==> config.mk <==
export PLATFORM = sky130hd
export DESIGN_NAME = frame_loader
export DESIGN_NICKNAME = d
export VERILOG_FILES = /design/src/rtl/mvdm_pkg.sv /design/src/rtl/frame_loader.sv
export SDC_FILE = /design/constraint.sdc
export NUM_CORES = 1
export LEC_CHECK = 0
export ABC_AREA = 1
export BUFFER_PORTS_ARGS = -buffer_cell sky130_fd_sc_hd__buf_2
export CORE_ASPECT_RATIO = 0.9
export CORE_MARGIN = 2
export CORE_UTILIZATION = 48
export CTS_BUF_LIST = sky130_fd_sc_hd__clkbuf_4 sky130_fd_sc_hd__clkbuf_8
export DETAILED_ROUTE_END_ITERATION = 16
export PLACE_DENSITY = 0.78
export SYNTH_ARGS = -nofsm -noshare
export SYNTH_HDL_FRONTEND = slang
export SYNTH_SLANG_ARGS = --single-unit
==> constraint.sdc <==
create_clock -name clk -period 1.3 [get_ports clk]
set_input_delay 0.26 -clock clk [delete_from_list [all_inputs] [get_ports clk]]
set_output_delay 0.26 -clock clk [all_outputs]
set_load 0.005 [all_outputs]
==> src/rtl/mvdm_pkg.sv <==
`default_nettype none

package mvdm_pkg;

    // ======================================================================
    // geometry
    // ======================================================================
    localparam int IMG_W_DEF = 32;          // frame edge in pixels
    localparam int BLK       = 4;           // compared block edge
    localparam int SRCH      = 9;           // 3x3 mirrored search points
    localparam int WIN       = BLK + 2;     // interpolated window edge
    localparam int FETCH     = WIN + 1;     // integer pixels needed per edge
    localparam int RESULT_W  = 28;          // index + sad, serialized

    typedef logic [7:0]  pixel_t;
    typedef logic [11:0] hsamp_t;           // sixteenths after horizontal pass
    typedef logic [15:0] vsamp_t;           // 256ths after vertical pass
    typedef logic [23:0] sad_t;
    typedef logic [3:0]  point_t;

    // same input bus carries pixels and motion vectors
    typedef struct packed {
        pixel_t     pel;
        logic [3:0] unused;
    } pix_view_t;

    typedef struct packed {
        logic [7:0] pos;                    // integer position
        logic [3:0] frac;                   // sixteenth-pel
    } mv_view_t;

    typedef union packed {
        pix_view_t pix;
        mv_view_t  mv;
    } mv_word_t;

    typedef vsamp_t [WIN-1:0][WIN-1:0] interp_blk_t;   // [row][col]

endpackage

`default_nettype wire

==> src/rtl/frame_loader.sv <==
`default_nettype none

module frame_loader #(
    parameter int img_w = mvdm_pkg::IMG_W_DEF
) (
    input  wire logic                          clk,
    input  wire logic                          rst_n,
    input  wire logic                          in_valid,
    input  wire logic                          in_valid2,
    input  wire mvdm_pkg::mv_word_t            in_data,
    output logic                               wr_en_l0,
    output logic                               wr_en_l1,
    output logic [$clog2(img_w*img_w)-1:0]     wr_addr,
    output mvdm_pkg::pixel_t                   wr_data,
    output mvdm_pkg::mv_word_t                 mv_x_l0,
    output mvdm_pkg::mv_word_t                 mv_y_l0,
    output mvdm_pkg::mv_word_t                 mv_x_l1,
    output mvdm_pkg::mv_word_t                 mv_y_l1,
    output logic                               job_start
);
    import mvdm_pkg::*;

    localparam int ADDR_W = $clog2(img_w * img_w);
    localparam int LAST   = img_w * img_w - 1;

    logic [ADDR_W-1:0] pix_cnt;
    logic              list_sel;    // 0 while filling list 0
    logic [1:0]        mv_cnt;
    logic              last_mv;

    assign last_mv = in_valid2 && (mv_cnt == 2'd3);

    always_ff @(posedge clk or negedge rst_n) begin
        if (!rst_n) begin
            pix_cnt   <= '0;
            list_sel  <= 1'b0;
            mv_cnt    <= '0;
            wr_en_l0  <= 1'b0;
            wr_en_l1  <= 1'b0;
            job_start <= 1'b0;
        end else begin
            wr_en_l0  <= in_valid && !list_sel;
            wr_en_l1  <= in_valid && list_sel;
            job_start <= last_mv;
            if (in_valid) begin
                if (pix_cnt == ADDR_W'(LAST)) begin
                    pix_cnt  <= '0;
                    list_sel <= ~list_sel;      // frame full, next list
                end else begin
                    pix_cnt <= pix_cnt + 1'b1;
                end
            end
            if (in_valid2)
                mv_cnt <= mv_cnt + 1'b1;        // wraps after list 1 y
            if (last_mv) begin
                pix_cnt  <= '0;                 // ready for next job
                list_sel <= 1'b0;
            end
        end
    end

    // write port and vectors
    always_ff @(posedge clk) begin
        if (in_valid) begin
            wr_addr <= pix_cnt;
            wr_data <= in_data.pix.pel;
        end
        if (in_valid2) begin
            case (mv_cnt)
                2'd0:    mv_x_l0.mv <= in_data.mv;
                2'd1:    mv_y_l0.mv <= in_data.mv;
                2'd2:    mv_x_l1.mv <= in_data.mv;
                default: mv_y_l1.mv <= in_data.mv;
            endcase
        end
    end

endmodule

`default_nettype wire

# After elaboration in Yosys (flattened, before gate mapping)
# Cells that the tools add are included.
op_classes:
  eq_ne: 4
  addsub: 2
  n_bitwise: 2
  mux: 6
  reduce_logical: 13
op_table:
  columns: ["operator", "count"]
  rows:
  - ["10-bit 2-to-1 mux", 3]
  - ["10-bit by 1-bit adder with 10-bit output, second input constant", 1]
  - ["10-bit == test, second input constant", 1]
  - ["2-bit AND reduction", 5]
  - ["2-bit == test, second input constant", 2]
  - ["2-bit nonzero test", 2]
  - ["1-bit logical AND", 3]
  - ["1-bit 2-to-1 mux", 3]
  - ["3-bit OR reduction", 1]
  - ["2-bit by 1-bit adder with 2-bit output, second input constant", 1]
  - ["2-bit by 1-bit == test with 1-bit output, second input constant", 1]
  - ["2-bit zero test", 1]
  - ["1-bit inverter", 2]
  - ["1-bit zero test", 1]
totals:
  output_inout_bits: 69
  wordCells: 39
  input_bits: 16
  reg_bits: 82

# Logic depth before layout (Yosys ltp)
depth:
  word_depth: 4
  mapped_depth: 8
  mapped_depth_nobuf: 8

# Worst setup path before layout
# No wires, ideal clock.
synth_path:
  path_kind: "register to register"
  start: "reg mv_cnt[0]"
  end: "reg mv_y_l1[0] (netlist bit) (enable)"
  slack_ns: -0.044
  setup_time_ns: 0.344
  n_path_buf: 0
  t_arrival_ns: 1.000
  path_stages_with_launch: 4
  period_less_slack_ns: 1.344
  required_time_ns: 0.956
  cell_sequence: "dfrtp_1 -> ha_1 -> nand2_8 -> inv_1"
synth_between:
  elab_chain_cells: 4
  word_cells_on_any_way: 6
  cone_classes: "eq/ne (2); bitwise (1); reduce/logical (3)"
synth_rtl:
  columns: ["item", "line_no", "rtl"]
  rows:
  - ["start: declaration", "frame_loader.sv:28", "logic [1:0] mv_cnt;"]
  - ["start signal: assignment", "frame_loader.sv:54", "mv_cnt <= mv_cnt + 1'b1;"]
  - ["2-bit == test (tied with other cells)", "frame_loader.sv:69", "case (mv_cnt)"]
  - ["3-bit OR reduction (no line) *", null, null]
  - ["1-bit inverter (no line) *", null, null]
  - ["2-bit AND reduction (no line) *", null, null]
  - ["end: declaration", "frame_loader.sv:18", "output mvdm_pkg::mv_word_t mv_y_l1,"]
# Every way passes the cells marked *; elsewhere a longest branch is shown, timed or not.
# A chain may end at the register's enable or synchronous reset.

# Final worst setup path
layout_path:
  start: "reg pix_cnt[1]"
  end: "reg pix_cnt[3]"
layout_between:
  elab_chain_cells: 4
  word_cells_on_any_way: 5
  cone_classes: "add/sub (1); eq/ne (1); mux (3)"
layout_rtl:
  columns: ["item", "line_no", "rtl"]
  rows:
  - ["start: declaration", "frame_loader.sv:26", "logic [ADDR_W-1:0] pix_cnt;"]
  - ["start signal: assignment", "frame_loader.sv:50", "pix_cnt <= pix_cnt + 1'b1;"]
  - ["10-bit by 1-bit adder with 10-bit output or 10-bit == test (tied branches)", "frame_loader.sv:50, frame_loader.sv:46", null]
  - ["10-bit 2-to-1 mux *", "frame_loader.sv:46", "if (pix_cnt == ADDR_W'(LAST)) begin"]
  - ["10-bit 2-to-1 mux *", "frame_loader.sv:45", "if (in_valid) begin"]
  - ["10-bit 2-to-1 mux *", "frame_loader.sv:55", "if (last_mv) begin"]
# Every way passes the cells marked *; elsewhere a longest branch is shown, timed or not. The select of a mux whose other input is x is not followed.

==> reports/results.ini <==
[placed_design]
place_congestion = 0.851
port_buffers = 84
dpl.hpwl_um = 4060

[synthesis]
yosysTopAreaCell = edfxtp_1
ys_ff_latch = 82
synth.distinct_cells = 21
ys_top_cells_by_area = edfxtp_1 68%, dfrtp_1 14%, nand2_1 3.1%
seq_area_frac_synth_pct = 81.9
avgSynthCellArea_sq_um = 16.5
synth_area_sq_um = 2910
synth_nets = 197
synthCells = 176
ys.warnings.count = 0
yosys.area.top_type_share_pct = 68.1

[sta]
max_freq_mhz = 728
rsz0062_at_grt = true
min_period_ps = 1370
slew_viol_final = 0
finalCritPeriodShare_pct = 106
setup_tns_ps = -470
clock_skew_ps = 5.17
tightest_slew_ps = 387
relSlewSlack_pct = 74.2
hold_viol = 0
setup_viol = 10
setup_ws_ps = -73.0

[drt]
vias_per_cell = 4.94
firstDrtPassIters = 5
vias = 1817
wl_met3_um = 372
top_layer = met4
wl_met1_um = 2470
drtIter0Drc = 109
routed_wirelength_um = 6130
drc_errors = 0
postRouteAntennaNets = 0
wire_per_inst_um = 16.7
wl_met2_um = 3050

[global_route]
antenna_found_initial = 0
track_usage_pct = 18.7
grt_pass1_vias = 1840
grt_overflow = 0
grt_max_degree = 22
grt_first_pass_wirelength_um = 9190

[die]
num_rows = 26
initial_utilization_pct = 50.5
fp.dieW_um = 86.1
ios = 85
core-area_sq_um = 5760
dieHeight_um = 77.9
die_area_sq_um = 6700

[run_status]
violations = setup timing
outcome = finished with violations

[clock_network]
cts_buffers = 9
clk_pin_slew_ps = 70
cts.htree.levels = 3
cts_tree = yes
clockBufferDepth = 2
clkSinkCount = 82
clk_latency_ps = 340
cts-root-buf = clkbuf_8

[finish]
layout-drive-gt1-share_pct = 49.0
antennaDiodeCount = 0
post-route-util_pct = 68.0
final_cell_mix = 84 x buf_2, 66 x edfxtp_1, 21 x nand2_1
syn2layout_area_growth_pct = 34.6
finalNetCount = 315
layout_commonest_cell = buf_2

[hold_path]
hp-start = in_data[0]
hold_depth = 1
whs_endpoint = mv_x_l0[0]$_DFFE_PP_
hp-class = primary input to flip-flop

[power]
irDropWorstVdd_uv = 1050
power.density_nw_per_um2 = 1810
p_leak_uw = 0.00170
finalPower_uw = 7090

[setup_path]
cp-end-kind = flip-flop
worst-endpoint-required_ps = 1520
reg2reg_slack_ps = -70
reg2reg_to = pix_cnt[3]$_DFFE_PN0P_
crit_arrival_ps = 1590
reg2reg_depth = 6
timing.rr.start = pix_cnt[1]$_DFFE_PN0P_
crit_type = flip-flop to flip-flop
cp_max_fo = 7
critPathLaunchType = flip-flop

[flow_run]
drv_cap = 0

## power breakdown
group / internal [uW] / total, uW / switching, uW
clock: 1090 / 1910 / 823
combinational: 754 / 1590 / 833
sequential: 3390 / 3600 / 209
## repair_timing
| item | 4_1_cts | 5_1_grt |
|---|---|---|
| pin swaps | 0 | 7 |
| hold buffers | 1 | 0 |
| gates resized for setup | 3 | 18 |
| hold endpoints to repair | 16 | 0 |
| setup buffers | 3 | 7 |
| gates cloned | 0 | 1 |
| setup endpoints to repair | 19 | 45 |
## per-stage QoR
| step | hold WS, ps | cell area [sq um] | cells | worst slack (ps) |
|---|---|---|---|---|
| 2_1_floorplan | -35.6 | 2910 | 176 | 1.99 |
| 3_3_place_gp | 190 | 3530 | 341 | -35.7 |
| 3_5_place_dp | 203 | 3530 | 341 | -60.7 |
| 4_1_cts | 115 | 3800 | 360 | -0.101 |
| 5_1_grt | 130 | 3920 | 368 | -168 |
| 6_report | 142 | 3920 | 368 | -73.0 |
## routing by layer
metal | global-route usage [%] | vias up
li1 | - | 844
met1 | 20.9 | 872
met2 | 31.2 | 82
met3 | 5.32 | 19
met4 | 11.4 | 0
met5 | 0 | -
## cells in the mapped netlist
master	number
a21o_1	1
buf_6	2
dfrtp_1	16
edfxtp_1	66
ha_1	5
inv_1	20
nand2_1	24
nand2_2	1
nand2_4	1
nand2_8	1
nand3_1	10
nand3_4	1
nand3b_1	1
nand4_1	3
nor2_1	11
nor2_2	1
nor2_4	2
o21ai_0	5
o21ai_1	2
o21ai_4	1
xor2_1	2
## worst max path at each step
stage,start,to,slack (ps),depth (start not counted)
after floorplan,mv_cnt[0]$_DFFE_PN0P_,pix_cnt[6]$_DFFE_PN0P_,2,8
after global placement,mv_cnt[0]$_DFFE_PN0P_,mv_y_l1[6]$_DFFE_PP_,-40,3
after detailed placement,mv_cnt[0]$_DFFE_PN0P_,mv_y_l1[5]$_DFFE_PP_,-60,3
after CTS,mv_cnt[0]$_DFFE_PN0P_,pix_cnt[2]$_DFFE_PN0P_,-0.1,6
after global routing,pix_cnt[1]$_DFFE_PN0P_,pix_cnt[5]$_DFFE_PN0P_,-170,6
final,pix_cnt[1]$_DFFE_PN0P_,pix_cnt[3]$_DFFE_PN0P_,-70,6
## critical path: stages, from the launching register on
cell     delay [ps]
dfrtp_1         360
ha_2            210
nand2_4          70
nor2_4          130
nand3_4         120
o21ai_4         280
nor2_1           80
## logic make-up after synthesis
family	Yosys count	share of synthesized area, %
XOR/XNOR	2	0.602
adder cells (fa/ha/maj)	5	2.15
buffers and inverters	22	3.35
AO/OA/AOI/OAI	9	2.02
flip-flops	82	81.9
AND/OR/NAND/NOR	56	10.0
## final cells by class
cell class	instances	area [sq um]
Tap cell	70	87.6
Timing Repair Buffer	109	682
Fill cell	374	1840
Sequential cell	82	2380
Multi-Input combinational cell	72	473
Clock buffer	10	131
Inverter	20	78.8
Clock inverter	5	80.1
## flip-flops by register name, summed over array words and instances (netlist names)
name	cells
mv_cnt	2
wr_en_l1	1
wr_addr	10
mv_y_l0	12
wr_en_l0	1
list_sel	1
mv_x_l1	12
pix_cnt	10
mv_x_l0	12
wr_data	8
job_start	1
mv_y_l1	12
Power figures use the tool's default switching activity.
