===== src/rtl/mvdm_pkg.sv =====
`default_nettype none

package mvdm_pkg;

    // ======================================================================
    // geometry
    // ======================================================================
    localparam int IMG_W_DEF = 32;          // frame edge in pixels
    localparam int BLK       = 4;           // compared block edge
    localparam int SRCH      = 9;           // 3x3 mirrored search points
    localparam int WIN       = BLK + 2;     // interpolated window edge
    localparam int FETCH     = WIN + 1;     // integer pixels needed per edge
    localparam int RESULT_W  = 28;          // index + sad, serialized

    typedef logic [7:0]  pixel_t;
    typedef logic [11:0] hsamp_t;           // sixteenths after horizontal pass
    typedef logic [15:0] vsamp_t;           // 256ths after vertical pass
    typedef logic [23:0] sad_t;
    typedef logic [3:0]  point_t;

    // same input bus carries pixels and motion vectors
    typedef struct packed {
        pixel_t     pel;
        logic [3:0] unused;
    } pix_view_t;

    typedef struct packed {
        logic [7:0] pos;                    // integer position
        logic [3:0] frac;                   // sixteenth-pel
    } mv_view_t;

    typedef union packed {
        pix_view_t pix;
        mv_view_t  mv;
    } mv_word_t;

    typedef vsamp_t [WIN-1:0][WIN-1:0] interp_blk_t;   // [row][col]

endpackage

`default_nettype wire


===== src/rtl/sad_search.sv =====
`default_nettype none

module sad_search (
    input  wire logic                   clk,
    input  wire logic                   rst_n,
    input  wire mvdm_pkg::interp_blk_t  blk_l0,
    input  wire mvdm_pkg::interp_blk_t  blk_l1,
    input  wire logic                   done_l0,
    input  wire logic                   done_l1,
    output mvdm_pkg::point_t            best_point,
    output mvdm_pkg::sad_t              best_sad,
    output logic                        search_done
);
    import mvdm_pkg::*;

    localparam int SPAN   = 3;              // points per search row
    localparam int MIRROR = WIN - BLK;      // list 1 moves the other way
    localparam int RW     = $clog2(BLK);

    logic          seen_l0;
    logic          seen_l1;
    logic          running;
    logic          go;
    logic          pt_end;
    point_t        pt;
    logic [RW-1:0] row;
    sad_t          acc;
    sad_t          row_sum;
    sad_t          pt_sad;
    int            sy;
    int            sx;
    vsamp_t        a;
    vsamp_t        b;

    assign go     = (seen_l0 || done_l0) && (seen_l1 || done_l1) && !running;
    assign pt_end = running && (row == RW'(BLK - 1));
    assign pt_sad = acc + row_sum;

    // one block row of absolute differences
    always_comb begin
        sy      = int'(pt) / SPAN;
        sx      = int'(pt) % SPAN;
        row_sum = '0;
        a       = '0;
        b       = '0;
        for (int j = 0; j < BLK; j++) begin
            a       = blk_l0[sy + int'(row)][sx + j];
            b       = blk_l1[MIRROR - sy + int'(row)][MIRROR - sx + j];
            row_sum = row_sum + sad_t'((a >= b) ? a - b : b - a);
        end
    end

    always_ff @(posedge clk or negedge rst_n) begin
        if (!rst_n) begin
            seen_l0     <= 1'b0;
            seen_l1     <= 1'b0;
            running     <= 1'b0;
            pt          <= '0;
            row         <= '0;
            acc         <= '0;
            search_done <= 1'b0;
        end else begin
            search_done <= 1'b0;
            if (go) begin
                seen_l0 <= 1'b0;
                seen_l1 <= 1'b0;
                running <= 1'b1;
                pt      <= '0;
                row     <= '0;
                acc     <= '0;
            end else begin
                if (done_l0) seen_l0 <= 1'b1;
                if (done_l1) seen_l1 <= 1'b1;
                if (pt_end) begin
                    row <= '0;
                    acc <= '0;
                    if (pt == point_t'(SRCH - 1)) begin
                        running     <= 1'b0;
                        search_done <= 1'b1;
                    end else begin
                        pt <= pt + 1'b1;
                    end
                end else if (running) begin
                    row <= row + 1'b1;
                    acc <= pt_sad;
                end
            end
        end
    end

    // strict less keeps the lowest index on ties
    always_ff @(posedge clk) begin
        if (pt_end && (pt == '0 || pt_sad < best_sad)) begin
            best_sad   <= pt_sad;
            best_point <= pt;
        end
    end

endmodule

`default_nettype wire


===== config.mk =====
export PLATFORM = sky130hd
export DESIGN_NAME = sad_search
export DESIGN_NICKNAME = d
export VERILOG_FILES = /design/src/rtl/mvdm_pkg.sv /design/src/rtl/sad_search.sv
export SDC_FILE = /design/constraint.sdc
export NUM_CORES = 1
export LEC_CHECK = 0
export BUFFER_PORTS_ARGS = -buffer_cell sky130_fd_sc_hd__buf_2
export CAP_MARGIN = 20
export CORE_AREA = 10 10 447 449
export DETAILED_ROUTE_END_ITERATION = 8
export DIE_AREA = 0 0 457 459
export GPL_TIMING_DRIVEN = 0
export SLEW_MARGIN = 20
export SYNTH_ARGS = -nofsm -noshare
export SYNTH_HDL_FRONTEND = slang
export SYNTH_SLANG_ARGS = --single-unit

===== constraint.sdc =====
create_clock -name clk -period 12.9 [get_ports clk]
set_input_delay 1.29 -clock clk [delete_from_list [all_inputs] [get_ports clk]]
set_output_delay 1.29 -clock clk [all_outputs]
set_load 0.05 [all_outputs]

Yosys cells after proc, flatten, opt, wreduce, memory -nomap -nowiden

Index checks and enable logic that the tools add are counted.

Add/subtract/negate cells: 24
Div/mod/pow operators: 2
$lt $le $gt $ge: 15
Equality and inequality tests: 3
Muxes and demuxes: 53
Reductions and logical operators: 16

Operators by type and width:

| cell                                                                           | number |
|---|---|
| 96-bit binary-select mux with 3-bit select                                     | 2 |
| 16-bit binary-select mux with 3-bit select                                     | 8 |
| 96-bit 2-to-1 mux                                                              | 4 |
| 32-bit by 5-bit less-than comparator with 1-bit output (second input constant) | 10 |
| 16-bit 2-to-1 mux                                                              | 16 |
| 24-bit 2-to-1 mux                                                              | 7 |
| 16-bit by 16-bit subtractor with 17-bit output                                 | 8 |
| 32-bit by 3-bit adder with 32-bit output (second input constant)               | 4 |
| 24-bit adder                                                                   | 4 |
| 32-bit by 2-bit adder with 32-bit output (second input constant)               | 2 |
| 32-bit by 3-bit adder with 32-bit output                                       | 2 |
| 16-bit >= comparator                                                           | 4 |
| 3-bit by 32-bit subtractor with 32-bit output (first input constant)           | 2 |
| 5-bit by 3-bit divider with 32-bit output (second input constant)              | 1 |
| 5-bit by 3-bit modulo with 32-bit output (second input constant)               | 1 |
| 24-bit less-than comparator                                                    | 1 |
| 4-bit 2-to-1 mux                                                               | 3 |
| 1-bit 2-to-1 mux                                                               | 10 |
| 2-bit nonzero test                                                             | 4 |
| 2-bit 2-to-1 mux                                                               | 3 |
| 4-bit by 1-bit adder with 4-bit output (second input constant)                 | 1 |
| 4-bit == test (second input constant)                                          | 1 |
| 1-bit logical AND                                                              | 4 |
| 4-bit logical NOT                                                              | 1 |
| other kinds (7)                                                                | 10 |

Bits in registers: 62
Input bits: 1156

Depth between registers and ports, before layout

Word-level depth: 18
Gate-level depth with buffers: 61
Depth with buffers taken out: 57

Least setup slack after synthesis

OpenSTA, ideal clock, no wires.

Path type: flip-flop to flip-flop
From: reg pt[2]
To: reg best_point[0], enable pin
Setup time: 0.422 ns
Arrival time: 13.580 ns
Required time: 12.478 ns
Slack: -1.102 ns
Stages on the path, launching flop included: 55
Clock period less this slack: 14.002 ns
Path through: dfrtp_1 > clkbuf_1 > ha_1 > nand2b_1 > a41oi_1 > xnor2_1 > ha_1 > nor3b_2 > inv_1 > ha_1 > inv_1 > ha_1 > buf_1 > clkbuf_1 > clkbuf_1 > buf_1 > a31oi_1 > mux4_2 > [19 not listed] > o21ai_0 > a21oi_1 > a211o_1 > o31ai_1 > o21ai_0 > a21oi_1 > xnor2_1 > ha_1 > a21oi_1 > nor2b_1 > o21ai_0 > nand2b_1 > a21oi_1 > nor2b_1 > o21ai_0 > nand2b_1 > a221o_1 > a21oi_1

Cells in the longest elaborated chain, start to end: 18

Ends and longest elaborated chain:

| item                                                                                   | RTL line         | source |
|---|---|---|
| start: declaration                                                                     | sad_search.sv:25 | `point_t pt;` |
| start signal: assignment                                                               | sad_search.sv:81 | `pt <= pt + 1'b1;` |
| 5-bit by 3-bit divider with 32-bit output                                              | sad_search.sv:41 | `sy = int'(pt) / SPAN;` |
| 3-bit by 32-bit subtractor with 32-bit output                                          | sad_search.sv:48 | `b = blk_l1[MIRROR - sy + int'(row)][MIRROR - sx + j];` |
| 32-bit by 3-bit adder with 32-bit output                                               | sad_search.sv:48 |  |
| 96-bit binary-select mux with 3-bit select                                             | sad_search.sv:48 |  |
| 96-bit 2-to-1 mux (not written as such) (2 in series)                                  | sad_search.sv:48 |  |
| 16-bit binary-select mux with 3-bit select                                             | sad_search.sv:48 |  |
| 16-bit 2-to-1 mux (not written as such) (2 in series)                                  | sad_search.sv:48 |  |
| 16-bit by 16-bit subtractor with 17-bit output or 16-bit >= comparator (tied branches) | sad_search.sv:49 | `row_sum = row_sum + sad_t'((a >= b) ? a - b : b - a);` |
| 24-bit 2-to-1 mux                                                                      | sad_search.sv:49 |  |
| 24-bit adder (2 in series)                                                             | sad_search.sv:49 |  |
| 24-bit adder (*)                                                                       | sad_search.sv:49 |  |
| 24-bit adder (*)                                                                       | sad_search.sv:37 | `assign pt_sad = acc + row_sum;` |
| via pt_sad[17]                                                                         | sad_search.sv:29 | `sad_t pt_sad;` |
| 24-bit less-than comparator (*)                                                        | sad_search.sv:93 | `if (pt_end && (pt == '0 \|\| pt_sad < best_sad)) begin` |
| 1-bit logical OR (*)                                                                   | sad_search.sv:93 |  |
| 1-bit logical AND (*)                                                                  | sad_search.sv:93 |  |
| end signal: assignment                                                                 | sad_search.sv:95 | `best_point <= pt;` |
| end: declaration                                                                       | sad_search.sv:10 | `output mvdm_pkg::point_t best_point,` |

Mark *: on every way through the listed nets, which the timed path passes. The rest lies on a longest branch. The select of a mux whose other input is x is not followed.
A chain may end at the register's enable or synchronous reset.

Final worst setup path

From: reg pt[2]
To: reg best_sad[2], enable pin

Cells in the longest elaborated chain, start to end: 18

Ends and longest elaborated chain:

| item                                                                                   | RTL line         | source |
|---|---|---|
| 5-bit by 3-bit divider with 32-bit output                                              | sad_search.sv:41 |  |
| 3-bit by 32-bit subtractor with 32-bit output                                          | sad_search.sv:48 |  |
| 32-bit by 3-bit adder with 32-bit output                                               | sad_search.sv:48 |  |
| 96-bit binary-select mux with 3-bit select                                             | sad_search.sv:48 |  |
| 96-bit 2-to-1 mux (not written as such) (2 in series)                                  | sad_search.sv:48 |  |
| 16-bit binary-select mux with 3-bit select                                             | sad_search.sv:48 |  |
| 16-bit 2-to-1 mux (not written as such) (2 in series)                                  | sad_search.sv:48 |  |
| 16-bit by 16-bit subtractor with 17-bit output or 16-bit >= comparator (tied branches) | sad_search.sv:49 |  |
| 24-bit 2-to-1 mux                                                                      | sad_search.sv:49 |  |
| 24-bit adder (2 in series)                                                             | sad_search.sv:49 |  |
| 24-bit adder (*)                                                                       | sad_search.sv:49 |  |
| 24-bit adder (*)                                                                       | sad_search.sv:37 |  |
| via pt_sad[11]                                                                         | sad_search.sv:29 |  |
| 24-bit less-than comparator (*)                                                        | sad_search.sv:93 |  |
| 1-bit logical OR (*)                                                                   | sad_search.sv:93 |  |
| 1-bit logical AND (*)                                                                  | sad_search.sv:93 |  |
| end signal: assignment                                                                 | sad_search.sv:94 | `best_sad <= pt_sad;` |
| end: declaration                                                                       | sad_search.sv:11 | `output mvdm_pkg::sad_t best_sad,` |

Marked as above.

==> impl_metrics.yaml <==
status:
  status: "complete, but fails checks"
  violations: "antenna rules"
critical_path:
  start_kind: "flop"
  crit_fanout: 10
  worstSetupPathType: "reg -> reg"
  required_ns: 12.95
  critPathTopFamily: "adder cells"
  critPathArrivalTime_ns: 12.60
  max_stage_delay_ns: 0.55
  crit_path_start: "pt[2]"
  crit_path_frequent_cell: "buf_6"
  critPathBufInv: 13
  critical_path.slowest_cell: "fa_1"
  rr_startpoint: "pt[2]"
  cp-end-kind: "flop"
die:
  pin_count: 1185
  fp.dieW_um: 457
  dieHeight_um: 459
  core_area_mm2: 0.191
  dieArea_mm2: 0.210
  num_rows: 161
  start_util: 0.140
logic_synthesis:
  synth_nets: 4478
  synthXorXnorAreaFrac: 0.0309
  synthMuxAreaShare: 0.405
  yosys_warnings: 0
  synth-edff-count: 28
  synthDistinctLibCells: 80
  synth_top_family_by_area: "multiplexers"
  avgSynthCellArea_um2: 8.77
  synth-seq-cells: 62
  synth-compound-area-share: 0.154
  synth_fa_ha_area_frac: 0.146
  synth_area_mm2: 0.0268
  async_flop_share: 0.548
  synthesis.instances: 3055
  synthSimpleGateAreaFrac: 0.134
  yosys_most_used_dff: "dfrtp_1"
  ys_seq_area_frac: 0.0631
place:
  dp_hpwl_um: 256000
  port_buffers: 1184
  gp_congestion: 1.03
  dpl_worst_slack_ns: -4.95
grt:
  grt_pass1_wl_um: 352000
  globalRouteOverflowTotal: 0
  grt_pass1_vias: 33600
  antenna_found_initial: 203
  globalRouteTotalUtil: 0.252
  grt_max_degree: 35
sta:
  fin_skew_ns: 0.00706
  tns_ns: 0
  fmax_mhz: 79.6
  finalWorstSetupSlack_ns: 0.344
  max_slew_margin: 0.234
  hold_viol: 0
  worstMarginPinSlew_ns: 1.15
  slew_violations: 0
  final-setup-viol-count: 0
  post-route-min-period_ns: 12.56
  fin_crit_sh: 0.973
clock_tree:
  cts_max_level: 3
  clkSinkCount: 62
  cts_root_buf: "clkbuf_16"
  hold_buffers: 0
  numCtsBuffers: 9
  clk_pin_slew_ns: 0.05
  tritoncts: "done"
  clock_path_buffers: 2
  clk_latency_ns: 0.34
final_layout:
  syn_to_final_growth_pct: 58.9
  final_util: 0.223
  final_cell_mix: "1207 x buf_2, 302 x nand2_1, 258 x mux4_2"
  final_nets: 5786
  mostFrequentLayoutCell: "buf_2"
  drive_above_1_share: 0.554
routing:
  wirelength_um: 281000
  avgViaCountPerCell: 4.78
  vias: 33800
  first_pass_iters: 5
  initialDrtViolationCount: 3204
  wl_per_cell_um: 39.8
  drc: 0
  ant_nets: 2
min_path:
  worst_hold_startpoint: "acc[23]"
  hp-class: "reg -> reg"
flow_run:
  maxCapViolations: 0
[flip-flops by register name (all words and copies together) (netlist names)]
name / cells
acc: 24
best_point: 4
best_sad: 24
pt: 4
row: 2
running: 1
search_done: 1
seen_l0: 1
seen_l1: 1
[tightest hold or removal path: cells and delay by family, from the launching register on]
family | cells | cell delay, ns
DFF | 1 | 0.36
and+or+nand+nor | 2 | 0.12
[cell families (layout without fill, tap and decap cells)]
group | after synthesis | in the layout
compound gates | 631 | 632
xor+xnor | 92 | 92
fa+ha+maj | 267 | 267
buf+inv | 460 | 1772
flops | 62 | 62
mux | 746 | 746
other cells | 0 | 180
simple gates | 797 | 797
[metal layers]
layer / global-route usage / wire, um
met3: 0.0527 / 20800
met4: 0.102 / 15900
met1: 0.319 / 116000
met2: 0.417 / 128000
met5: 0 / 623
[final timing paths]
kind | slack [ns] | end | cells after the start
setup reg to reg | 0.34 | best_sad[2] | 56
setup / recovery | 0.34 | best_sad[2] | 56
min in group asynchronous | 1.05 | acc[19] | 1
hold / removal | 0.51 | acc[23] | 2
hold reg to reg | 0.51 | acc[23] | 2
max in group asynchronous | 11.24 | pt[0] | 1
[synth_stat cells (all sizes together), types with 6 or more instances]
master / count / area [um^2]
o31ai: 8 / 60.1
nand2: 319 / 1200
o21ai: 73 / 365
a22o: 23 / 201
ha: 190 / 2380
nand2b: 19 / 119
mux2: 126 / 1420
and2: 21 / 131
nand4: 16 / 100
and3: 12 / 75.1
edfxtp: 28 / 841
nor2: 207 / 777
buf: 97 / 407
a31oi: 97 / 607
mux2i: 362 / 3620
dfrtp: 34 / 851
a31o: 27 / 236
a211oi: 32 / 245
a21o: 68 / 510
xor2: 29 / 254
fa: 77 / 1540
nor3: 45 / 225
clkbuf: 144 / 542
o21bai: 20 / 150
xnor2: 62 / 551
nor2b: 84 / 526
mux4: 258 / 5810
o21a: 17 / 128
nand3: 34 / 175
or2: 20 / 125
o211ai: 6 / 45.0
a21oi: 168 / 841
or3: 6 / 37.5
o22a: 7 / 61.3
inv: 219 / 822
o22ai: 39 / 244
a21boi: 7 / 52.6
[layout make-up]
type                       instances  area (um^2)
fill                           21200       149000
multi-input combinational       2534        27200
timing repair buffer            1312         7190
tap                             2526         3160
buffer                           225         1780
sequential                        62         1700
inverter                         219          831
antenna                          180          450
clock buffer                      11          233
clock inverter                     5         50.0
[metrics by stage]
stage | instance area, um^2 | hold WS (ns) | std cells
after CTS | 40700 | 0.511 | 6852
after floorplan | 26800 | 0.470 | 3055
final | 42600 | 0.509 | 7074
after global placement | 35900 | 0.490 | 6765
after detailed placement | 36000 | 0.495 | 6768
after global routing | 42500 | 0.529 | 7026
[timing repair]
action,in CTS,in global routing
gates cloned,2,2
setup buffers,78,45
gates resized for setup,844,233
pin swaps,53,85
setup endpoints to repair,74,28
Power is left out: the tool's default activity adds up to more than one toggle a clock period on the data nets, which glitch-free logic cannot reach.
