$ cat config.mk
export PLATFORM = sky130hd
export DESIGN_NAME = result_shifter
export DESIGN_NICKNAME = d
export VERILOG_FILES = /design/src/rtl/mvdm_pkg.sv /design/src/rtl/result_shifter.sv
export SDC_FILE = /design/constraint.sdc
export NUM_CORES = 1
export LEC_CHECK = 0
export ABC_CLOCK_PERIOD_IN_PS = 2000
export BUFFER_PORTS_ARGS = -buffer_cell sky130_fd_sc_hd__buf_2
export CAP_MARGIN = 20
export CORE_ASPECT_RATIO = 1.1
export CORE_MARGIN = 3
export CORE_UTILIZATION = 50
export DETAILED_ROUTE_END_ITERATION = 6
export PLACE_DENSITY = 0.77
export SYNTH_ARGS = -nofsm -noshare
export SYNTH_HDL_FRONTEND = slang
export SYNTH_SLANG_ARGS = --single-unit
$ cat constraint.sdc
create_clock -name clk -period 2 [get_ports clk]
set_clock_uncertainty 0.1 [all_clocks]
set_input_delay 0.3 -clock clk [delete_from_list [all_inputs] [get_ports clk]]
set_output_delay 0.3 -clock clk [all_outputs]
set_load 0.02 [all_outputs]
$ cat src/rtl/mvdm_pkg.sv
`default_nettype none

package mvdm_pkg;

    // ======================================================================
    // geometry
    // ======================================================================
    localparam int IMG_W_DEF = 32;          // frame edge in pixels
    localparam int BLK       = 4;           // compared block edge
    localparam int SRCH      = 9;           // 3x3 mirrored search points
    localparam int WIN       = BLK + 2;     // interpolated window edge
    localparam int FETCH     = WIN + 1;     // integer pixels needed per edge
    localparam int RESULT_W  = 28;          // index + sad, serialized

    typedef logic [7:0]  pixel_t;
    typedef logic [11:0] hsamp_t;           // sixteenths after horizontal pass
    typedef logic [15:0] vsamp_t;           // 256ths after vertical pass
    typedef logic [23:0] sad_t;
    typedef logic [3:0]  point_t;

    // same input bus carries pixels and motion vectors
    typedef struct packed {
        pixel_t     pel;
        logic [3:0] unused;
    } pix_view_t;

    typedef struct packed {
        logic [7:0] pos;                    // integer position
        logic [3:0] frac;                   // sixteenth-pel
    } mv_view_t;

    typedef union packed {
        pix_view_t pix;
        mv_view_t  mv;
    } mv_word_t;

    typedef vsamp_t [WIN-1:0][WIN-1:0] interp_blk_t;   // [row][col]

endpackage

`default_nettype wire

$ cat src/rtl/result_shifter.sv
`default_nettype none

module result_shifter (
    input  wire logic               clk,
    input  wire logic               rst_n,
    input  wire logic               search_done,
    input  wire mvdm_pkg::point_t   best_point,
    input  wire mvdm_pkg::sad_t     best_sad,
    output logic                    out_valid,
    output logic                    out_sad
);
    import mvdm_pkg::*;

    localparam int CNT_W = $clog2(RESULT_W);

    logic [RESULT_W-1:0] word;
    logic [RESULT_W-1:0] sreg;
    logic [CNT_W-1:0]    bits_left;

    assign word = {best_point, best_sad};   // index above sad

    always_ff @(posedge clk or negedge rst_n) begin
        if (!rst_n) begin
            out_valid <= 1'b0;
            out_sad   <= 1'b0;
            bits_left <= '0;
        end else if (search_done) begin
            out_valid <= 1'b1;
            out_sad   <= word[0];               // lsb first
            bits_left <= CNT_W'(RESULT_W - 1);
        end else if (bits_left != '0) begin
            out_sad   <= sreg[0];
            bits_left <= bits_left - 1'b1;
        end else begin
            out_valid <= 1'b0;
            out_sad   <= 1'b0;
        end
    end

    always_ff @(posedge clk) begin
        if (search_done)
            sreg <= word >> 1;
        else
            sreg <= sreg >> 1;
    end

endmodule

`default_nettype wire

After elaboration in Yosys (flattened, before gate mapping)
Cells that the tools add are included.

Register bits after elaboration: 35. Output and inout bits: 2.

Add/subtract/negate cells: 1. Equal/unequal tests: 1. Muxes and demuxes: 7. Reduce and logical (&&, ||, !) cells: 2.

Operators by type and width (number): 2-to-1 mux 27 bit (1); 2-to-1 mux 5 bit (2); nonzero test 5 bit (1); subtractor 5 x 1 -> 5 bit (second input constant) (1); 2-to-1 mux 1 bit (4); != test 2 bit (second input constant) (1); nonzero test 2 bit (1).

Logic depth before layout (Yosys ltp)
Gate-level depths: netlist of run 1.

Word-level depth: 3. Gate-level depth with buffers: 5.

Worst setup path after synthesis of run 1
OpenSTA, ideal clock, no wires.

Path kind: register -> register. From: register bits_left[0]. To: register out_valid. Data arrival time: 1.264 ns. Data required time: 1.782 ns. Slack: 0.518 ns. Cell stages (with the launch flop): 5. Period minus slack after synthesis: 1.482 ns. Cell sequence: dfrtp_1 > inv_1 > ha_1 > or4b_4 > a21o_1.

Word-level cells in the longest chain between the ends: 2.

RTL lines: start, declared (RTL line result_shifter.sv:18) `logic [CNT_W-1:0] bits_left;`; start signal, assigned (RTL line result_shifter.sv:30) `bits_left <= CNT_W'(RESULT_W - 1);`; start signal, assigned (RTL line result_shifter.sv:33) `bits_left <= bits_left - 1'b1;`; nonzero test 5 bit (RTL line result_shifter.sv:31) `end else if (bits_left != '0) begin`; != test 2 bit (no source line); end signal, assigned (RTL line result_shifter.sv:24) `out_valid <= 1'b0;`; end signal, assigned (RTL line result_shifter.sv:28) `out_valid <= 1'b1;`; end signal, assigned (RTL line result_shifter.sv:35) `out_valid <= 1'b0;`; end, declared (RTL line result_shifter.sv:9) `output logic out_valid,`.

No other way between the ends. A chain may end at the register's enable or synchronous reset.

Worst setup path in the final report of run 1
From: register bits_left[0]. To: register out_sad.

Word-level cells in the longest chain between the ends: 3.

RTL lines: nonzero test 5 bit (RTL line result_shifter.sv:31); 2-to-1 mux 1 bit (RTL line result_shifter.sv:31); 2-to-1 mux 1 bit (RTL line result_shifter.sv:27) `end else if (search_done) begin`; end signal, assigned (RTL line result_shifter.sv:29) `out_sad <= word[0];`; end signal, assigned (RTL line result_shifter.sv:32) `out_sad <= sreg[0];`; end, declared (RTL line result_shifter.sv:10) `output logic out_sad`.

No other way between the ends.

==> qor.yml, run 1 <==
status: "completed"
cts_resized: 0
vdd_drop_max_mv: 0.599
yosys.area_share.simple_pct: 7.47
layout-drive-gt1-share_pct: 52.8
clockBufferDepth: 2
fp.dieArea_um2: 3040
r2r_start: "bits_left[0]"
worst-path-max-fanout: 5
hold_depth: 2
relSlewSlack_pct: 54.9
hp-start: "best_point[3]"
crit_arrival_ps: 1670
fp.coreArea_um2: 2270
worstPathRequired_ps: 2080
leakagePower_nw: 0.643
r2r.worst_path.cells: 5
viasPerCell: 4.80
cts_buffers: 5
fillers: 195
die_h_um: 57.5
cts_tree: "yes"
n_antenna_cell: 0
pre_cts_slack_ps: 424
criticalPathCategory: "reg -> reg"
setup_tns_ps: 0
grt_pass1_wl_um: 3040
first_global_vias: 761
synth_seq_cells: 34
core.rowCount: 18
hold_end: "sreg[26]"
clock_sinks: 34
clock_latency_ps: 330
detailed_place_hpwl_um: 1250
grt_usage_pct: 14.1
wl_per_cell_um: 11.1
synth_top_family_by_area: "multiplexers"
gp_congestion: 0.728
hold_ws_ps: 80.9
period_minus_slack_ps: 1590
synth_area_leader_cell: "dfxtp_1"
drt_wl_total_um: 1740
grt_setup_unrepaired: "false"
crit_path_start_kind: "register"
crit_path_end_kind: "register"
io_buffers: 32
synth.area.top_cells: "dfxtp_1, mux2_2, dfrtp_1"
muxShareOfSynthArea_pct: 24.3
synth-xor-area-share_pct: 0
fmax_mhz: 630
yosysUniqueCellTypes: 21
cap_viol_max_count: 0
r2r_setup_slack_ps: 410
root_buffer: "clkbuf_4"
synth.avg_cell_area_um2: 13.4
finalHoldViolations: 0
setup_viol: 0
post-route-period-util_pct: 79.3
total_power_mw: 1.26
synth-warning-count: 0
syn_nets: 122
synth_top_area_share_pct: 44.8
ant_nets: 0
worstReg2RegEnd: "out_sad"
worst-slew-pin-transition_ps: 677
htreeDepth: 2
syn_inst: 90
nets: 158
power.density_nw_per_um2: 873
syn_area_um2: 1210
synth_compound_area_share_pct: 4.56
area.growth.synth_to_final_pct: 19.5
ios: 33
path_clk_slew_ps: 100
grt_max_degree: 36
fp.dieW_um: 52.8
maxSlewViolCount: 0
grt_remaining_overflow: 0
layout_setup_ws_ps: 413
fin_util_pct: 63.4
hold_path_class: "in -> reg"
yosys.area_share.adder_pct: 1.04
initial_core_util_pct: 53.0
first_iter_violations: 7
yosysSeqAreaShare_pct: 59.3
antenna_found_initial: 0
drc_errors: 0
vias: 753
drtPass1Iterations: 4
[synthesized netlist by cell type]
cell type,number
a211o_2,1
a21o_1,4
a21oi_1,1
and2_1,1
and2b_1,1
buf_2,2
buf_6,2
dfrtp_1,7
dfxtp_1,27
ha_1,1
inv_1,2
mux2_2,26
nand2_1,6
nand2b_1,1
nor2b_1,1
nor3_1,1
nor4b_1,1
o21ai_0,2
or2b_1,1
or3_1,1
or4b_4,1
[how the worst max path moves through the flow]
stage	start	endpoint	slack, ps	cells after the start
final	bits_left[0]	out_sad	410	5
after CTS	bits_left[0]	out_sad	390	5
after global routing	bits_left[0]	out_sad	270	5
after detailed placement	bits_left[0]	out_sad	420	5
after floorplan	bits_left[0]	out_valid	520	4
after global placement	bits_left[0]	out_valid	490	4
[stage by stage]
step / std cells / area [µm²]
floorplan: 90 / 1210
global placement: 148 / 1370
detailed placement: 148 / 1370
CTS: 157 / 1440
global route: 157 / 1440
finish: 157 / 1440
[cells in the final DEF, fill, tap and decap left out, types with 2 or more instances in the layout]
cell      instances
mux2_2           26
o21ai_0           2
a21o_1            4
inv_1             2
dfxtp_1          27
buf_2            32
dfrtp_1           7
clkbuf_4          5
nand2_1           6
[layout make-up]
class                           instances  area, µm²  area share, %
Tap cell                               30       37.5           2.60
Timing Repair Buffer                   33        170           11.8
Clock inverter                          1       5.00          0.347
Inverter                                2       7.51          0.521
Sequential cell                        34        716           49.7
Multi-Input combinational cell         50        450           31.3
Clock buffer                            7       55.1           3.82
[where the power goes]
group / switching [mW] / internal (mW)
clock network: 0.206 / 0.170
logic: 0.0437 / 0.0793
registers: 0.0182 / 0.741
total: 0.268 / 0.991
[registers in the layout, summed over array words and instances, names as in the netlist]
register   cells
out_valid      1
sreg          27
out_sad        1
bits_left      5
[critical path, stage by stage (launching register included)]
cell     delay [ps]
dfrtp_1         400
inv_1            90
ha_1            220
or4b_4          500
nand2_1          80
o21ai_0          70
[cells by family after synthesis]
logic type,Yosys count
compound gates,8
simple gates,15
buf+inv,6
mux,26
fa+ha+maj,1
flops,34
[metal layers]
metal | vias to the layer above | share of wire (%) | wire, µm | global-route usage (%)
met4 | 0 | 2.4 | 42 | 7.66
li1 | 381 | - | - | -
met2 | 23 | 47 | 812 | 21.1
met3 | 6 | 9.5 | 165 | 7.57
met5 | - | 0 | 0 | 0
met1 | 343 | 42 | 724 | 16.0
[repair_timing]
item	in CTS	in global routing
hold buffers	1	0
hold endpoints to repair	7	0
setup buffers	0	0
No activity file was read; power rests on OpenSTA's default activity.
==> run 2: changes to the inputs <==
--- a/config.mk
+++ b/config.mk
@@ -5,7 +5,7 @@
 export SDC_FILE = /design/constraint.sdc
 export NUM_CORES = 1
 export LEC_CHECK = 0
-export ABC_CLOCK_PERIOD_IN_PS = 2000
+export ABC_CLOCK_PERIOD_IN_PS = 1700
 export BUFFER_PORTS_ARGS = -buffer_cell sky130_fd_sc_hd__buf_2
 export CAP_MARGIN = 20
 export CORE_ASPECT_RATIO = 1.1
==> constraint.sdc (replaced) <==
create_clock -name clk -period 1.7 [get_ports clk]
set_clock_uncertainty 0.1 [all_clocks]
set_input_delay 0.255 -clock clk [delete_from_list [all_inputs] [get_ports clk]]
set_output_delay 0.255 -clock clk [all_outputs]
set_load 0.02 [all_outputs]
==> qor.yml, run 2 (synthesis results as in run 1) <==
status: "completed"
root_buffer: "clkbuf_4"
leakagePower_nw: 0.632
hold_ws_ps: 35.0
hold_depth: 2
worst-slew-pin-transition_ps: 675
worstReg2RegEnd: "out_sad"
grt_setup_unrepaired: "false"
drc_errors: 0
r2r_start: "bits_left[1]"
path_cells: "inv_1 -> ha_2 -> or4b_4 -> nand2_1 -> o21ai_0"
finalHoldViolations: 0
largest-register: "sreg"
worstPathRequired_ps: 1780
grt_max_degree: 36
grt_usage_pct: 14.7
first_global_vias: 764
die_h_um: 57.5
largestRegisters: "sreg (27), bits_left (5)"
hp-start: "best_point[3]"
ios: 33
largest_reg_flops: 27
cts_tree: "yes"
viasPerCell: 4.82
criticalPathCategory: "reg -> reg"
final_cell_mix: "buf_2, dfxtp_1, mux2_2"
relSlewSlack_pct: 55.0
p_switching_mw: 0.312
layout-drive-gt1-share_pct: 52.0
pwr-share-comb_pct: 10.1
core.rowCount: 18
swShare_pct: 21.6
fp.coreArea_um2: 2270
crit_arrival_ps: 1660
setup_viol: 0
critPathSlowestCell: "or4b_4"
layout_commonest_cell: "buf_2"
p_seq_share_pct: 62.0
power.density_nw_per_um2: 1010
cap_viol_max_count: 0
clock_power_share_pct: 27.8
fmax_mhz: 635
n_antenna_cell: 0
area.growth.synth_to_final_pct: 18.8
path_clk_slew_ps: 100
drt_wl_total_um: 1910
clockBufferDepth: 2
htreeDepth: 2
post_cts_buffers: 0
post-route-period-util_pct: 92.6
worst-path-max-fanout: 5
maxSlewViolCount: 0
r2r.worst_path.cells: 5
wl_per_cell_um: 12.1
drtPass1Iterations: 2
period_minus_slack_ps: 1570
vdd_drop_max_mv: 0.715
critPathMaxStageDelay_ps: 490
fp.dieArea_um2: 3040
grt_pass1_wl_um: 3070
first_iter_violations: 4
crit_path_start_kind: "register"
cts_buffers: 5
r2r_setup_slack_ps: 130
fp.dieW_um: 52.8
io_buffers: 32
antenna_found_initial: 0
fin_util_pct: 63.0
gp_congestion: 0.702
grt_remaining_overflow: 0
vias: 756
hold_path_class: "in -> reg"
detailed_place_hpwl_um: 1340
setup_tns_ps: 0
crit_path_end_kind: "register"
internal-power_mw: 1.13
nets: 158
ant_nets: 0
clock_sinks: 34
initial_core_util_pct: 53.0
hold_end: "sreg[26]"
clock_latency_ps: 320
## run 2: cell count changes in the layout (fill, tap and decap cells not counted)
cell | previous run | this run
ha_1 | 1 | 0
ha_2 | 0 | 1
clkinv_2 | 1 | 0
clkbuf_1 | 1 | 3
clkbuf_8 | 1 | 0
## run 2: worst max-delay path by stage
| stage | start | endpoint | cells after the start |
|---|---|---|---|
| after floorplan | bits_left[0] | out_valid | 4 |
| after global placement | bits_left[0] | out_valid | 4 |
| after detailed placement | bits_left[1] | out_sad | 5 |
| after CTS | bits_left[1] | out_sad | 5 |
| after global routing | bits_left[0] | out_sad | 5 |
| final | bits_left[1] | out_sad | 5 |
## run 2: critical path: cells and delay by family (launching register included)
family | cells | cell delay [ps]
AOI/OAI and AO/OA | 1 | 70
adders and majority gates | 1 | 200
buffers and inverters | 1 | 90
DFF | 1 | 390
and+or+nand+nor | 2 | 570
## run 2: per-layer routing
metal | vias up | global-route usage, % | wire length [µm]
met5 | - | 0 | 0
met4 | 0 | 8.76 | 47
met3 | 5 | 8.36 | 149
met2 | 23 | 24.3 | 968
met1 | 349 | 13.8 | 739
li1 | 379 | - | -
## run 2: power groups by stage
stage | logic (mW) | registers [mW] | clock network [mW]
4_1_cts | 0.149 | 0.897 | 0.428
2_1_floorplan | 0.0993 | 0.908 | 0
3_3_place_gp | 0.138 | 0.909 | 0
5_1_grt | 0.163 | 0.903 | 0.456
3_5_place_dp | 0.145 | 0.914 | 0
6_report | 0.146 | 0.895 | 0.402
## run 2: area by class of cell
type	instances	area, µm²
Clock buffer	8	48.8
Fill cell	199	842
Inverter	2	7.51
Multi-Input combinational cell	50	453
Sequential cell	34	716
Tap cell	30	37.5
Timing Repair Buffer	33	170
## run 2: per-stage QoR
| step | setup WS, ps | total power [mW] | cell area (µm²) | instances |
|---|---|---|---|---|
| 3_5_place_dp | 116 | 1.06 | 1370 | 148 |
| 3_3_place_gp | 196 | 1.05 | 1370 | 148 |
| 4_1_cts | 101 | 1.47 | 1430 | 157 |
| 2_1_floorplan | 218 | 1.01 | 1210 | 90 |
| 6_report | 126 | 1.44 | 1430 | 157 |
| 5_1_grt | 14.6 | 1.52 | 1430 | 157 |
## run 2: what timing repair did
item,CTS,global route
resized for setup,0,1
endpoints found under the setup margin,0,1
hold endpoints to repair,7,0
hold buffers,1,0
==> run 3: changes to the inputs <==
--- a/config.mk
+++ b/config.mk
@@ -5,7 +5,7 @@
 export SDC_FILE = /design/constraint.sdc
 export NUM_CORES = 1
 export LEC_CHECK = 0
-export ABC_CLOCK_PERIOD_IN_PS = 1700
+export ABC_CLOCK_PERIOD_IN_PS = 1800
 export BUFFER_PORTS_ARGS = -buffer_cell sky130_fd_sc_hd__buf_2
 export CAP_MARGIN = 20
 export CORE_ASPECT_RATIO = 1.1
@@ -13,6 +13,7 @@
 export CORE_UTILIZATION = 50
 export DETAILED_ROUTE_END_ITERATION = 6
 export PLACE_DENSITY = 0.77
+export SETUP_SLACK_MARGIN = 0.2
 export SYNTH_ARGS = -nofsm -noshare
 export SYNTH_HDL_FRONTEND = slang
 export SYNTH_SLANG_ARGS = --single-unit
==> constraint.sdc (replaced) <==
create_clock -name clk -period 1.8 [get_ports clk]
set_clock_uncertainty 0.1 [all_clocks]
set_input_delay 0.27 -clock clk [delete_from_list [all_inputs] [get_ports clk]]
set_output_delay 0.27 -clock clk [all_outputs]
set_load 0.02 [all_outputs]
==> qor.yml, run 3 (synthesis results as in run 1) <==
critPathMaxStageDelay_ps: 480
clock_sinks: 34
crit_path_end_kind: "register"
drc_errors: 0
grt_usage_pct: 15.4
drtPass1Iterations: 3
io_buffers: 32
n_antenna_cell: 0
vdd_drop_max_mv: 0.825
worst-path-max-fanout: 5
grt_setup_unrepaired: "false"
fp.dieW_um: 52.8
maxSlewViolCount: 0
fp.coreArea_um2: 2270
clockBufferDepth: 2
worst-slew-pin-transition_ps: 691
detailed_place_hpwl_um: 1320
multi_input_area_um2: 463
grt_max_degree: 36
fin_util_pct: 65.1
drt_wl_total_um: 1970
viasPerCell: 4.85
period_minus_slack_ps: 1500
status: "completed"
ios: 33
first_global_vias: 777
path_clk_slew_ps: 90
vias: 767
crit_path_start_kind: "register"
grt_pass1_wl_um: 3240
pre_cts_slack_ps: 247
root_buffer: "clkbuf_4"
layout_setup_ws_ps: 300
initial_core_util_pct: 53.0
criticalPathCategory: "reg -> reg"
core.rowCount: 18
grt_remaining_overflow: 0
fp.dieArea_um2: 3040
cap_viol_max_count: 0
hold_path_class: "in -> reg"
power.density_nw_per_um2: 1010
largest-register: "sreg"
register_area_um2: 716
fillers: 190
clock_latency_ps: 330
htreeDepth: 2
leakagePower_nw: 0.652
setup_viol: 0
ant_nets: 0
wl_per_cell_um: 12.4
fmax_mhz: 667
gp_congestion: 0.702
largest_reg_flops: 27
antenna_found_initial: 0
setup_tns_ps: 0
cts_tree: "yes"
largestRegisters: "sreg (27), bits_left (5)"
final_cell_mix: "buf_2, dfxtp_1, mux2_2"
layout-drive-gt1-share_pct: 56.3
layout_commonest_cell: "buf_2"
area.growth.synth_to_final_pct: 22.7
path_cells: "inv_2 -> ha_4 -> or4b_4 -> a21o_1"
cts_buffers: 5
first_iter_violations: 9
critPathSlowestCell: "or4b_4"
die_h_um: 57.5
r2r_setup_slack_ps: 300
relSlewSlack_pct: 53.9
nets: 159
worstPathRequired_ps: 1920
finalHoldViolations: 0
post-route-period-util_pct: 83.3
crit_arrival_ps: 1620
## run 3: path summary, 6_finish.rpt
| path | from | cells past startpoint | to |
|---|---|---|---|
| worst max-delay path | bits_left[1] | 4 | out_valid |
| worst min-delay path | best_point[3] | 2 | sreg[26] |
| worst max register to register | bits_left[1] | 4 | out_valid |
| worst min register to register | sreg[0] | 2 | out_sad |
| max in group asynchronous | rst_n | 2 | bits_left[1] |
| min in group asynchronous | rst_n | 2 | bits_left[4] |
## run 3: critical path: cells and delay by family, from the launching register on
| kind | cells | cell delay [ps] |
|---|---|---|
| and+or+nand+nor | 1 | 480 |
| DFF | 1 | 400 |
| AOI/OAI and AO/OA | 1 | 190 |
| adders and majority gates | 1 | 140 |
| buffers and inverters | 1 | 90 |
## run 3: cell type report
class	instances	area share (%)
clock buffers	8	5.33
inverters	2	0.507
multi-input cells	50	31.3
flip-flops and latches	34	48.4
well taps	30	2.54
repair buffers	34	12.0
## run 3: where the power goes
part           switching [mW]  internal (mW)
clock                   0.242          0.267
combinational          0.0524         0.0926
sequential             0.0221          0.824
total                   0.317           1.18
## run 3: per-stage QoR
step                instance area [µm²]  hold slack, ps  std cells  power [mW]
floorplan                          1210            -126         90       0.951
global placement                   1370            10.8        148       0.989
detailed placement                 1370            13.2        148        1.00
CTS                                1460            34.5        157        1.51
global route                       1480            14.9        158        1.58
finish                             1480            45.2        158        1.50
## run 3: per-layer routing
metal / wire length [µm] / part of all wire [%] / global-route usage [%] / vias up
li1: - / - / - / 381
met1: 810 / 41 / 16.8 / 359
met2: 974 / 50 / 23.2 / 22
met3: 141 / 7.2 / 10.2 / 5
met4: 38 / 1.9 / 6.57 / 0
met5: 0 / 0 / 0 / -
## run 3: timing repair
action,4_1_cts,5_1_grt
gates resized for setup,0,4
hold buffers,1,0
endpoints found under the hold margin,7,0
endpoints found under the setup margin,0,4
buffers inserted,0,1
